File: src/verilog/dmem_pkg.sv
`default_nettype none

// shared widths, opcodes and byte helpers for the data memory block
package dmem_pkg;

	// architecture widths
	localparam int arch_width     = 32;                 // address and data width
	localparam int lane_count     = arch_width / 8;     // bytes per word
	localparam int dm_words       = 256;                // depth of the word array
	localparam int dm_index_width = $clog2(dm_words);   // word index taken from addr[9:2]

	// store opcodes
	typedef enum logic [2:0] {
		st_sw   = 3'd0, // full word
		st_sh   = 3'd1, // halfword into the lanes picked by addr[1]
		st_sb   = 3'd2, // single byte into lane addr[1:0]
		st_shbr = 3'd3, // halfword with its two bytes swapped
		st_swbr = 3'd4  // word with all four bytes reversed
	} st_op_e;

	// load opcodes
	typedef enum logic [2:0] {
		ld_lw   = 3'd0, // word as stored
		ld_lwbr = 3'd1, // word byte reversed
		ld_lh   = 3'd2, // halfword zero extended
		ld_lha  = 3'd3, // halfword sign extended
		ld_lhbr = 3'd4, // halfword byte swapped then zero extended
		ld_lb   = 3'd5  // byte zero extended
	} ld_op_e;

	// reverse the byte order of a whole word
	// lane 0 trades places with lane 3 and lane 1 with lane 2
	function automatic logic [arch_width-1:0] swap_word(
		input logic [arch_width-1:0] w
	);
		logic [arch_width-1:0] r;
		for (int k = 0; k < lane_count; k++) begin
			r[8*k +: 8] = w[8*(lane_count-1-k) +: 8];
		end
		return r;
	endfunction

	// swap the two bytes of a halfword
	function automatic logic [15:0] swap_half(
		input logic [15:0] h
	);
		return {h[7:0], h[15:8]};
	endfunction

	// pick the halfword addressed by bit 1 of the address
	function automatic logic [15:0] pick_half(
		input logic [arch_width-1:0] w,
		input logic                  hi // addr[1]
	);
		return hi ? w[31:16] : w[15:0];
	endfunction

endpackage

`default_nettype wire

File: src/verilog/dmem_ram_if.sv
`default_nettype none

// write port and read data of the word array
// the formatter drives the write side while the array returns the read word
interface dmem_ram_if;
	import dmem_pkg::*;

	logic [lane_count-1:0]     lane_we; // one enable per byte lane
	logic [dm_index_width-1:0] index;   // word index for read and write
	logic [arch_width-1:0]     wdata;   // lane formatted store data
	logic [arch_width-1:0]     rdata;   // registered read word

	// store formatter side
	modport fmt (
		output lane_we,
		output index,
		output wdata
	);

	// array side
	modport mem (
		input  lane_we,
		input  index,
		input  wdata,
		output rdata
	);

endinterface

`default_nettype wire

File: src/verilog/dmem_store_align.sv
`default_nettype none

// store formatter
// spreads the store data over the byte lanes and builds the lane mask
// purely combinational so the write lands at the edge ending the request cycle
module dmem_store_align (
	input  logic                            req,   // access strobe
	input  logic                            we,    // high for a store
	input  logic [dmem_pkg::arch_width-1:0] addr,
	input  dmem_pkg::st_op_e                st_op,
	input  logic [dmem_pkg::arch_width-1:0] wdata,
	dmem_ram_if.fmt                         ram
);
	import dmem_pkg::*;

	logic                  st_req;   // store requested this cycle
	logic [1:0]            lane;     // low address bits
	logic [lane_count-1:0] mask;     // lanes touched by the opcode
	logic [arch_width-1:0] lane_dat; // data lined up on the lanes

	assign st_req = req & we;
	assign lane   = addr[1:0];

	// index comes straight from the word address bits
	assign ram.index = addr[dm_index_width+1:2];

	// lane data
	// sub word stores are copied into every slot so the mask alone picks the lanes
	always_comb begin
		case (st_op)
			st_sw:   lane_dat = wdata;
			st_swbr: lane_dat = swap_word(wdata);
			st_sh:   lane_dat = {2{wdata[15:0]}};
			st_shbr: lane_dat = {2{swap_half(wdata[15:0])}};
			st_sb:   lane_dat = {lane_count{wdata[7:0]}};
			default: lane_dat = wdata;
		endcase
	end

	// lane mask from the opcode and the low address bits
	always_comb begin
		case (st_op)
			st_sw,
			st_swbr: mask = '1;                                  // whole word
			st_sh,
			st_shbr: mask = lane[1] ? 4'b1100 : 4'b0011;         // upper or lower half
			st_sb:   mask = 4'b0001 << lane;                     // byte k goes to lane k
			default: mask = '0;                                  // unknown op writes nothing
		endcase
	end

	assign ram.wdata   = lane_dat;
	assign ram.lane_we = mask & {lane_count{st_req}}; // nothing written unless a store

endmodule

`default_nettype wire

File: src/flat_wrapper.sv
// flat-port wrapper written by rule: the top's interface ports become plain ports
module dmem_store_align_flat import dmem_pkg::*;
  (req, we, addr, st_op, wdata, ram_lane_we, ram_index, ram_wdata);
  dmem_ram_if ram_i ();
  input  logic req;
  input  logic we;
  input  logic [dmem_pkg::arch_width-1:0] addr;
  input  dmem_pkg::st_op_e st_op;
  input  logic [dmem_pkg::arch_width-1:0] wdata;
  output wire logic [$bits(ram_i.lane_we)-1:0] ram_lane_we;
  output wire logic [$bits(ram_i.index)-1:0] ram_index;
  output wire logic [$bits(ram_i.wdata)-1:0] ram_wdata;
  assign ram_lane_we = ram_i.lane_we;
  assign ram_index = ram_i.index;
  assign ram_wdata = ram_i.wdata;
  dmem_store_align u_core (.req(req), .we(we), .addr(addr), .st_op(st_op), .wdata(wdata), .ram(ram_i));
endmodule
File: config.mk
export PLATFORM = sky130hd
export DESIGN_NAME = dmem_store_align_flat
export DESIGN_NICKNAME = d
export VERILOG_FILES = /design/src/verilog/dmem_pkg.sv /design/src/verilog/dmem_ram_if.sv /design/src/verilog/dmem_store_align.sv /design/src/flat_wrapper.sv
export SDC_FILE = /design/constraint.sdc
export NUM_CORES = 1
export LEC_CHECK = 0
export ABC_AREA = 0
export BUFFER_PORTS_ARGS = -buffer_cell sky130_fd_sc_hd__buf_2
export CAP_MARGIN = 20
export CORE_MARGIN = 5
export CORE_UTILIZATION = 35
export DETAILED_ROUTE_END_ITERATION = 8
export GPL_ROUTABILITY_DRIVEN = 0
export PLACE_DENSITY = 0.73
export SYNTH_ARGS = -nofsm -noshare
export SYNTH_HDL_FRONTEND = slang
export SYNTH_SLANG_ARGS = --single-unit
File: constraint.sdc
create_clock -name vclk -period 1.9
set_clock_uncertainty 0.05 [all_clocks]
set_input_delay 0.095 -clock vclk [all_inputs]
set_output_delay 0.095 -clock vclk [all_outputs]
set_load 0.01 [all_outputs]
==> results.md <==
- Outcome: completed
- Most frequent cells in the layout: buf_2, o21ai_0, nand2b_1
- Leak Pwr: between 0.7 and 0.8 nW
- Final Cycle Share: a little under nine tenths
- Mapped Nets: approximately 270
- Final Total Pwr: around 0.00047 W
- Tot GR Track Use: 15.21%
- RSZ-0062 raised after global routing: false
- Drc violations: 0
- Hold Startpoint: addr[3]
- Final core utilization: between 40% and 50%
- Worst slew pin tran: just over 0.5 ns
- WL per Instance: about 15 µm
- Post-DRT Antenna Nets: 0
- Core Area: a little under 0.004 mm²
- Worst path required time: 1.75 ns
- Final wirelength: roughly 4.5 mm
- CP startpoint: st_op[1]
- Synth-to-Final Area Change: 21.77%
- Antenna Cells: 0
- Post-Syn Instances: 203
- Largest net degree at the start of global routing: just over 70
- Initial DRC count: ~130
- CP arrival: 1.47 ns
- Post_cts resized: 0
- Grt total ovfl: 0
- Fmax achieved: 0.6191 GHz
- Yosys warnings: 0
- Slew HR: 64.70%
- Num sequential: 0
- DR vias: between 1500 and 2000
- Final setup TNS: 0 ns
- Tmin final: roughly 1.6 ns
- Total power per unit cell area: 268.6 mW/mm²
- Reg area: 0 µm²
- Placed cell count: around 310
- Max-slew violations: 0
- VDD IR max: 0.09812 mV
- Row count: 23
- Hold path endpoint: ram_index[1]
- Initial antenna violation count: 0
- Port Buffers: 75
- Post-synthesis area per instance: 7.051 µm²
- Cell Area, Synth: 0.001431 mm²
- Nets: between 300 and 400
- Layout cell share with drive strength beyond 1: roughly 43%
- Critical path startpoint category: input port
- Setup bufs post-CTS: 0
- Initial Util: 36.04%
- Final Non-Filler Cells: roughly 310
- Clkbuf count: 0
- DP HPWL: 3.443 mm
- Die Height: 73.95 µm
- # setup viols final: 0
- Ranking of synthesized cells by area: mux2_2, o21ai_0, mux2i_1
- First-pass GRT wire length: about 7 mm
- CP endpoint kind: output port
- Crit Path Category: input port to output port
- Fillers: 443
- Die extent in x: between 70 and 80 µm
- Min Hold Slack: ~0.14 ns
- Drt first pass iters: 4
- Area leader, netlist: mux2_2
- IO Pins: around 110
- Vias in the first global route: 1527
- Share of the synthesized area in the top cell type: 12.59%
- Seq/Total Area, Yosys: 0%
- Maxcap violations: 0
- Die area: approximately 0.0055 mm²
- Cell variety after synth: 24
- Final hold vios: 0
- Most common cell after layout, fill and taps aside: buf_2
- CTS Hold Bufs: 0
- Via density: about 5.6
- Worst hold path depth: 0
- CP max FO: 17
- Min-delay worst type: input port to output port
how the worst max path moves through the flow:
| stage | end | slack (ns) | depth (start not counted) |
|---|---|---|---|
| 6_report | ram_wdata[5] | 0.28 | 6 |
| 5_1_grt | ram_wdata[7] | 0.17 | 6 |
| 4_1_cts | ram_wdata[7] | 0.29 | 6 |
| 3_5_place_dp | ram_wdata[7] | 0.29 | 6 |
| 3_3_place_gp | ram_wdata[7] | 0.31 | 6 |
| 2_1_floorplan | ram_wdata[16] | 0.71 | 6 |
critical path: stages:
cell	delay, ns
buf_2	0.20
buf_4	0.24
nand2_1	0.08
mux2i_2	0.44
o221a_2	0.27
buf_2	0.13
routing by layer:
| metal | global-route usage, % | vias to the layer above | share of wire (%) |
|---|---|---|---|
| met5 | 0 | - | 0 |
| met4 | 1.006 | 0 | 0.33 |
| met3 | 1.622 | 4 | 7.2 |
| met2 | 22.93 | 60 | 42 |
| met1 | 23.99 | 766 | 50 |
| li1 | - | 877 | - |
cell usage after synthesis (2+ instances only):
| library cell | instances |
|---|---|
| o211ai_1 | 8 |
| clkbuf_1 | 5 |
| nor2b_1 | 10 |
| a21oi_1 | 12 |
| a211oi_1 | 8 |
| or2_1 | 2 |
| o221a_2 | 7 |
| nor2_1 | 9 |
| o22ai_1 | 8 |
| nand2_1 | 3 |
| nor3b_1 | 8 |
| nand2b_1 | 18 |
| mux2i_1 | 16 |
| mux2_2 | 16 |
| a221oi_1 | 8 |
| buf_4 | 14 |
| buf_6 | 4 |
| o21ai_0 | 34 |
| buf_2 | 8 |
cell families (layout without fill, tap and decap cells):
group | after synthesis | after routing | synth area share [%]
AOI/OAI and AO/OA | 87 | 87 | 39.51
and+or+nand+nor | 51 | 51 | 20.80
muxes | 33 | 33 | 24.74
buffers and inverters | 32 | 85 | 14.95
metrics by stage:
stage / worst slack, ns / area, µm²
floorplan: 0.7053 / 1431
global placement: 0.3080 / 1743
detailed placement: 0.2927 / 1743
CTS: 0.2912 / 1743
global route: 0.1681 / 1743
finish: 0.2847 / 1743
power breakdown:
part,internal (W),switching [W]
registers,0,0
clock network,0,0
logic,0.000217,0.000251
total,0.000217,0.000251
cell type report:
class / count / area, µm² / share of cell area [%]
Timing Repair Buffer: 85 / 462.9 / 26.56
Multi-Input combinational cell: 171 / 1217 / 69.85
Tap cell: 50 / 62.56 / 3.589
No activity file was read; power rests on OpenSTA's default activity.
