File: src/verilog/dmem_pkg.sv
`default_nettype none

// shared widths, opcodes and byte helpers for the data memory block
package dmem_pkg;

	// architecture widths
	localparam int arch_width     = 32;                 // address and data width
	localparam int lane_count     = arch_width / 8;     // bytes per word
	localparam int dm_words       = 256;                // depth of the word array
	localparam int dm_index_width = $clog2(dm_words);   // word index taken from addr[9:2]

	// store opcodes
	typedef enum logic [2:0] {
		st_sw   = 3'd0, // full word
		st_sh   = 3'd1, // halfword into the lanes picked by addr[1]
		st_sb   = 3'd2, // single byte into lane addr[1:0]
		st_shbr = 3'd3, // halfword with its two bytes swapped
		st_swbr = 3'd4  // word with all four bytes reversed
	} st_op_e;

	// load opcodes
	typedef enum logic [2:0] {
		ld_lw   = 3'd0, // word as stored
		ld_lwbr = 3'd1, // word byte reversed
		ld_lh   = 3'd2, // halfword zero extended
		ld_lha  = 3'd3, // halfword sign extended
		ld_lhbr = 3'd4, // halfword byte swapped then zero extended
		ld_lb   = 3'd5  // byte zero extended
	} ld_op_e;

	// reverse the byte order of a whole word
	// lane 0 trades places with lane 3 and lane 1 with lane 2
	function automatic logic [arch_width-1:0] swap_word(
		input logic [arch_width-1:0] w
	);
		logic [arch_width-1:0] r;
		for (int k = 0; k < lane_count; k++) begin
			r[8*k +: 8] = w[8*(lane_count-1-k) +: 8];
		end
		return r;
	endfunction

	// swap the two bytes of a halfword
	function automatic logic [15:0] swap_half(
		input logic [15:0] h
	);
		return {h[7:0], h[15:8]};
	endfunction

	// pick the halfword addressed by bit 1 of the address
	function automatic logic [15:0] pick_half(
		input logic [arch_width-1:0] w,
		input logic                  hi // addr[1]
	);
		return hi ? w[31:16] : w[15:0];
	endfunction

endpackage

`default_nettype wire

File: src/verilog/dmem_load_extend.sv
`default_nettype none

// load extender
// remembers the load opcode and lane bits for the cycle the array read returns
// then picks the lane and extends it to a full word
module dmem_load_extend (
	input  logic                            clk,
	input  logic                            arst_n,
	input  logic                            req,       // access strobe
	input  logic                            we,        // high for a store
	input  logic [dmem_pkg::arch_width-1:0] addr,
	input  dmem_pkg::ld_op_e                ld_op,
	input  logic [dmem_pkg::arch_width-1:0] ram_rdata, // registered word from the array
	output logic [dmem_pkg::arch_width-1:0] rdata,
	output logic                            rvalid
);
	import dmem_pkg::*;

	logic                  ld_req;  // load issued this cycle
	ld_op_e                op_q;    // opcode of the load in flight
	logic [1:0]            lane_q;  // addr[1:0] of the load in flight
	logic                  valid_q; // result due this cycle
	logic [15:0]           half;    // halfword picked by lane_q[1]
	logic [7:0]            byte_s;  // byte picked by lane_q
	logic [arch_width-1:0] ext;     // extended result

	assign ld_req = req & ~we;

	// op and lane bits line up with the array read
	always_ff @(posedge clk or negedge arst_n) begin
		if (!arst_n) begin
			op_q    <= ld_lw;
			lane_q  <= '0;
			valid_q <= 1'b0;
		end else begin
			valid_q <= ld_req; // one pulse per load
			if (ld_req) begin
				op_q   <= ld_op;
				lane_q <= addr[1:0];
			end
		end
	end

	// lane selection
	assign half   = pick_half(ram_rdata, lane_q[1]);
	assign byte_s = ram_rdata[8*lane_q +: 8];

	// extension per opcode
	always_comb begin
		case (op_q)
			ld_lw:   ext = ram_rdata;
			ld_lwbr: ext = swap_word(ram_rdata);
			ld_lh:   ext = {{(arch_width-16){1'b0}}, half};
			ld_lha:  ext = {{(arch_width-16){half[15]}}, half}; // copy the sign bit up
			ld_lhbr: ext = {{(arch_width-16){1'b0}}, swap_half(half)};
			ld_lb:   ext = {{(arch_width-8){1'b0}}, byte_s};
			default: ext = ram_rdata; // unused codes pass the word through
		endcase
	end

	assign rdata  = ext;     // only meaningful while rvalid is high
	assign rvalid = valid_q;

endmodule

`default_nettype wire

File: config.mk
export PLATFORM = sky130hd
export DESIGN_NAME = dmem_load_extend
export DESIGN_NICKNAME = d
export VERILOG_FILES = /design/src/verilog/dmem_pkg.sv /design/src/verilog/dmem_load_extend.sv
export SDC_FILE = /design/constraint.sdc
export NUM_CORES = 1
export LEC_CHECK = 0
export BUFFER_PORTS_ARGS = -buffer_cell sky130_fd_sc_hd__buf_2
export CAP_MARGIN = 20
export CORE_MARGIN = 4
export CORE_UTILIZATION = 39
export CTS_CLUSTER_SIZE = 24
export DETAILED_ROUTE_END_ITERATION = 7
export PLACE_DENSITY = 0.81
export SYNTH_ARGS = -nofsm -noshare
export SYNTH_HDL_FRONTEND = slang
export SYNTH_SLANG_ARGS = --single-unit
File: constraint.sdc
create_clock -name clk -period 2.25 [get_ports clk]
set_input_delay 0.45 -clock clk [delete_from_list [all_inputs] [get_ports clk]]
set_output_delay 0.45 -clock clk [all_outputs]
set_load 0.02 [all_outputs]
==> impl_metrics.py <==
metrics = {
    "status": {
        "status": "complete, but fails checks",
        "violations": "setup timing",
    },
    "die": {
        "initial_core_util_pct": 40.9,
        "dieArea_um2": 4170,
        "die_h_um": 64.6,
        "die_w_um": 64.6,
        "num_rows": 20,
        "ios": 104,
        "core_um2": 3050,
    },
    "drt": {
        "via_per_inst": 5.79,
        "routed_wl_um": 5170,
        "vias": 1818,
        "detail-route-antenna-nets": 0,
        "first_pass_iters": 4,
        "drt-initial-drc-count": 142,
        "wire_per_inst_um": 16.4,
        "drc": 0,
    },
    "setup_path": {
        "rr_startpoint": "op_q[0]$_DFFE_PN0P_",
        "reg2reg_slack_ns": 1.25,
        "crit_chain": "buf_4, nand2_1, nand2b_4, a22o_1, a221o_1, buf_2",
        "cp_slowest_cell": "dfrtp_2",
        "critPathCaptureType": "output pin",
        "crit_path_max_fanout": 7,
        "critPathKind": "flop to output pin",
        "critPathRequiredTime_ns": 1.80,
        "critPathArrivalTime_ns": 1.81,
        "crit_path_start_kind": "flop",
        "crit_path_max_incr_delay_ns": 0.48,
        "cp-startpoint": "op_q[2]$_DFFE_PN0P_",
    },
    "finish": {
        "area_delta_synth_final_pct": 63.6,
        "drive_gt1_share_pct": 54.4,
        "final_nets": 343,
        "n_fill_cell": 271,
        "fin_area_um2": 2040,
        "num_antenna_cells": 0,
    },
    "timing": {
        "rsz0062_at_grt": "true",
        "setup_viol": 2,
        "fin_skew_ns": 0,
        "finalSetupTns_ns": -0.0118,
        "fin_crit_sh_pct": 100,
        "relSlewSlack_pct": 66.3,
        "final-hold-violation-count": 0,
        "whs_ns": 0.0220,
        "worst_pin_slew_ns": 0.504,
        "timing.fmax_mhz": 443,
        "worst_slack_ns": -0.00983,
        "drv_slew": 0,
        "period_minus_slack_ns": 2.26,
    },
    "synth": {
        "synth.top_cell.area_share_pct": 12.0,
        "synth_seq_cells": 6,
        "synth.area.top_cells": "dfrtp_1, nand2_1, a21oi_1",
        "synthMuxAreaShare_pct": 12.0,
        "synth_compound_area_share_pct": 40.7,
        "synth_top_family_by_area": "compound AO/OA/AOI/OAI gates",
        "synth_xor_area_share_pct": 0,
        "synthSimpleGateAreaFrac_pct": 25.0,
        "synth_warnings": 0,
        "syn_nets": 254,
        "synth_seq_area_share_pct": 12.0,
        "yosysUniqueCellTypes": 41,
        "syn_area_um2": 1250,
        "synthAdderAreaFrac_pct": 0,
        "syn_area_per_cell_um2": 6.82,
        "yosys.area.top_type": "dfrtp_1",
        "syn_inst": 183,
    },
    "cts": {
        "cts_root_buffer": "clkbuf_4",
        "cts.sinks": 6,
        "cts_max_path_buffers": 2,
        "cts_buffers": 3,
        "clkLatencyLatePin_ns": 0.23,
        "clk_pin_slew_ns": 0.05,
        "h-tree-depth": 1,
        "cts_tree": "done",
    },
    "power_and_ir_drop": {
        "total_power_mw": 1.48,
        "powerDensity_nw_per_um2": 723,
        "leakage_nw": 0.959,
        "irDropWorstVdd_mv": 0.411,
    },
    "placed_design": {
        "place_congestion": 0.943,
        "dpl-instance-area_um2": 1710,
        "dp_hpwl_um": 3390,
        "port_buffers": 73,
        "dp_slack_ns": 0.136,
    },
    "run": {
        "drv_cap": 0,
    },
    "worst_hold_path": {
        "min_path_type": "primary input to asynchronous set/reset pin",
    },
    "global_routing": {
        "antenna_found_initial": 0,
        "grt_pass1_vias": 1619,
        "grt_pass1_wl_um": 7310,
        "grt-ovfl-total": 0,
        "grt_max_degree": 18,
        "grt_usage_pct": 21.1,
    },
}
[registers in the layout (all words and copies together) (netlist names)]
name,flops
op_q,3
rvalid,1
lane_q,2
[per-stage QoR]
stage	util [%]	cells
after global routing	66.8	314
after CTS	57.5	307
after floorplan	-	183
after global placement	56.1	304
final	66.8	314
after detailed placement	56.1	304
[layout by cell type, fill, tap and decap left out, types with 3 or more instances in the layout]
master,Yosys,routed
clkbuf_4,0,3
a221o_1,4,4
inv_1,7,7
nor2_1,17,17
mux2_2,4,4
a21oi_1,19,9
o21ai_0,8,8
nor2b_2,0,3
dfrtp_2,0,4
a22o_1,4,4
buf_6,3,12
nand2_1,35,34
o2bb2ai_1,3,3
buf_2,9,56
a22oi_2,0,5
o22ai_1,4,4
mux2i_1,9,8
buf_4,2,30
a21o_1,6,6
a21oi_2,1,10
[repair_timing]
action                                  CTS  global route
endpoints found under the setup margin   31            30
cloned                                    0             3
gates resized for setup                   7            72
hold buffers                              0             0
buffers inserted                          0             4
endpoints found under the hold margin     0             0
pin swaps                                 1            10
[layer usage]
layer | routed length [um] | vias to the layer above | track usage [%]
met5 | 0 | - | 0
met4 | 64 | 0 | 5.80
met3 | 442 | 8 | 2.08
met2 | 2620 | 102 | 37.4
met1 | 2040 | 859 | 27.1
li1 | - | 849 | -
[logic make-up after synthesis]
kind of cell | count (synthesis)
compound gates | 72
buf+inv | 23
flops | 6
mux | 14
simple gates | 68
[final cells by class]
class	instances	area (um^2)	share of cell area (%)
repair buffers	99	656	32.1
inverters	8	32.5	1.59
clock buffers	3	22.5	1.10
multi-input cells	154	1120	54.9
flip-flops and latches	6	155	7.60
well taps	44	55.1	2.70
[cell usage after synthesis]
library cell,instances
nor3_4,1
a21oi_4,1
nor2_1,17
nor2b_1,4
o21ai_1,2
a21oi_2,1
clkbuf_1,1
inv_2,1
o21ai_0,8
a21o_1,6
a211o_1,2
nand3b_1,1
a311o_1,2
buf_6,3
mux2_4,1
or3_1,1
nand2b_1,3
o2111ai_1,1
mux2_2,4
o311ai_1,1
o211ai_1,1
a21oi_1,19
mux2i_1,9
a221o_1,4
nor2_2,2
a211oi_1,3
buf_4,2
nand4_1,1
o22ai_1,4
buf_2,9
nand3_1,1
and2_0,1
inv_1,7
a32oi_1,1
a221oi_1,4
o2bb2ai_1,3
dfrtp_1,6
nand2_1,35
a22oi_1,5
nor4_2,1
a22o_1,4
[report_power, final]
group	internal, mW	leakage (nW)	switching [mW]
registers	0.124	0.0683	0.0255
clock network	0.0603	0.0138	0.0376
logic	0.538	0.877	0.691
[path summary, 6_finish.rpt]
check                                        end  depth (start not counted)
max                                    rdata[15]                          6
min                          op_q[0]$_DFFE_PN0P_                          1
max reg2reg                  op_q[0]$_DFFE_PN0P_                          2
min reg2reg                lane_q[0]$_DFFE_PN0P_                          1
max in group asynchronous    op_q[1]$_DFFE_PN0P_                          1
min in group clk           lane_q[1]$_DFFE_PN0P_                          3
[worst max-delay path: cells and delay by family (launching register included)]
kind	cells	cell delay (ns)
and+or+nand+nor	2	0.24
DFF	1	0.48
buffers and inverters	2	0.35
AOI/OAI and AO/OA	2	0.51
No activity file was read; power rests on OpenSTA's default activity.
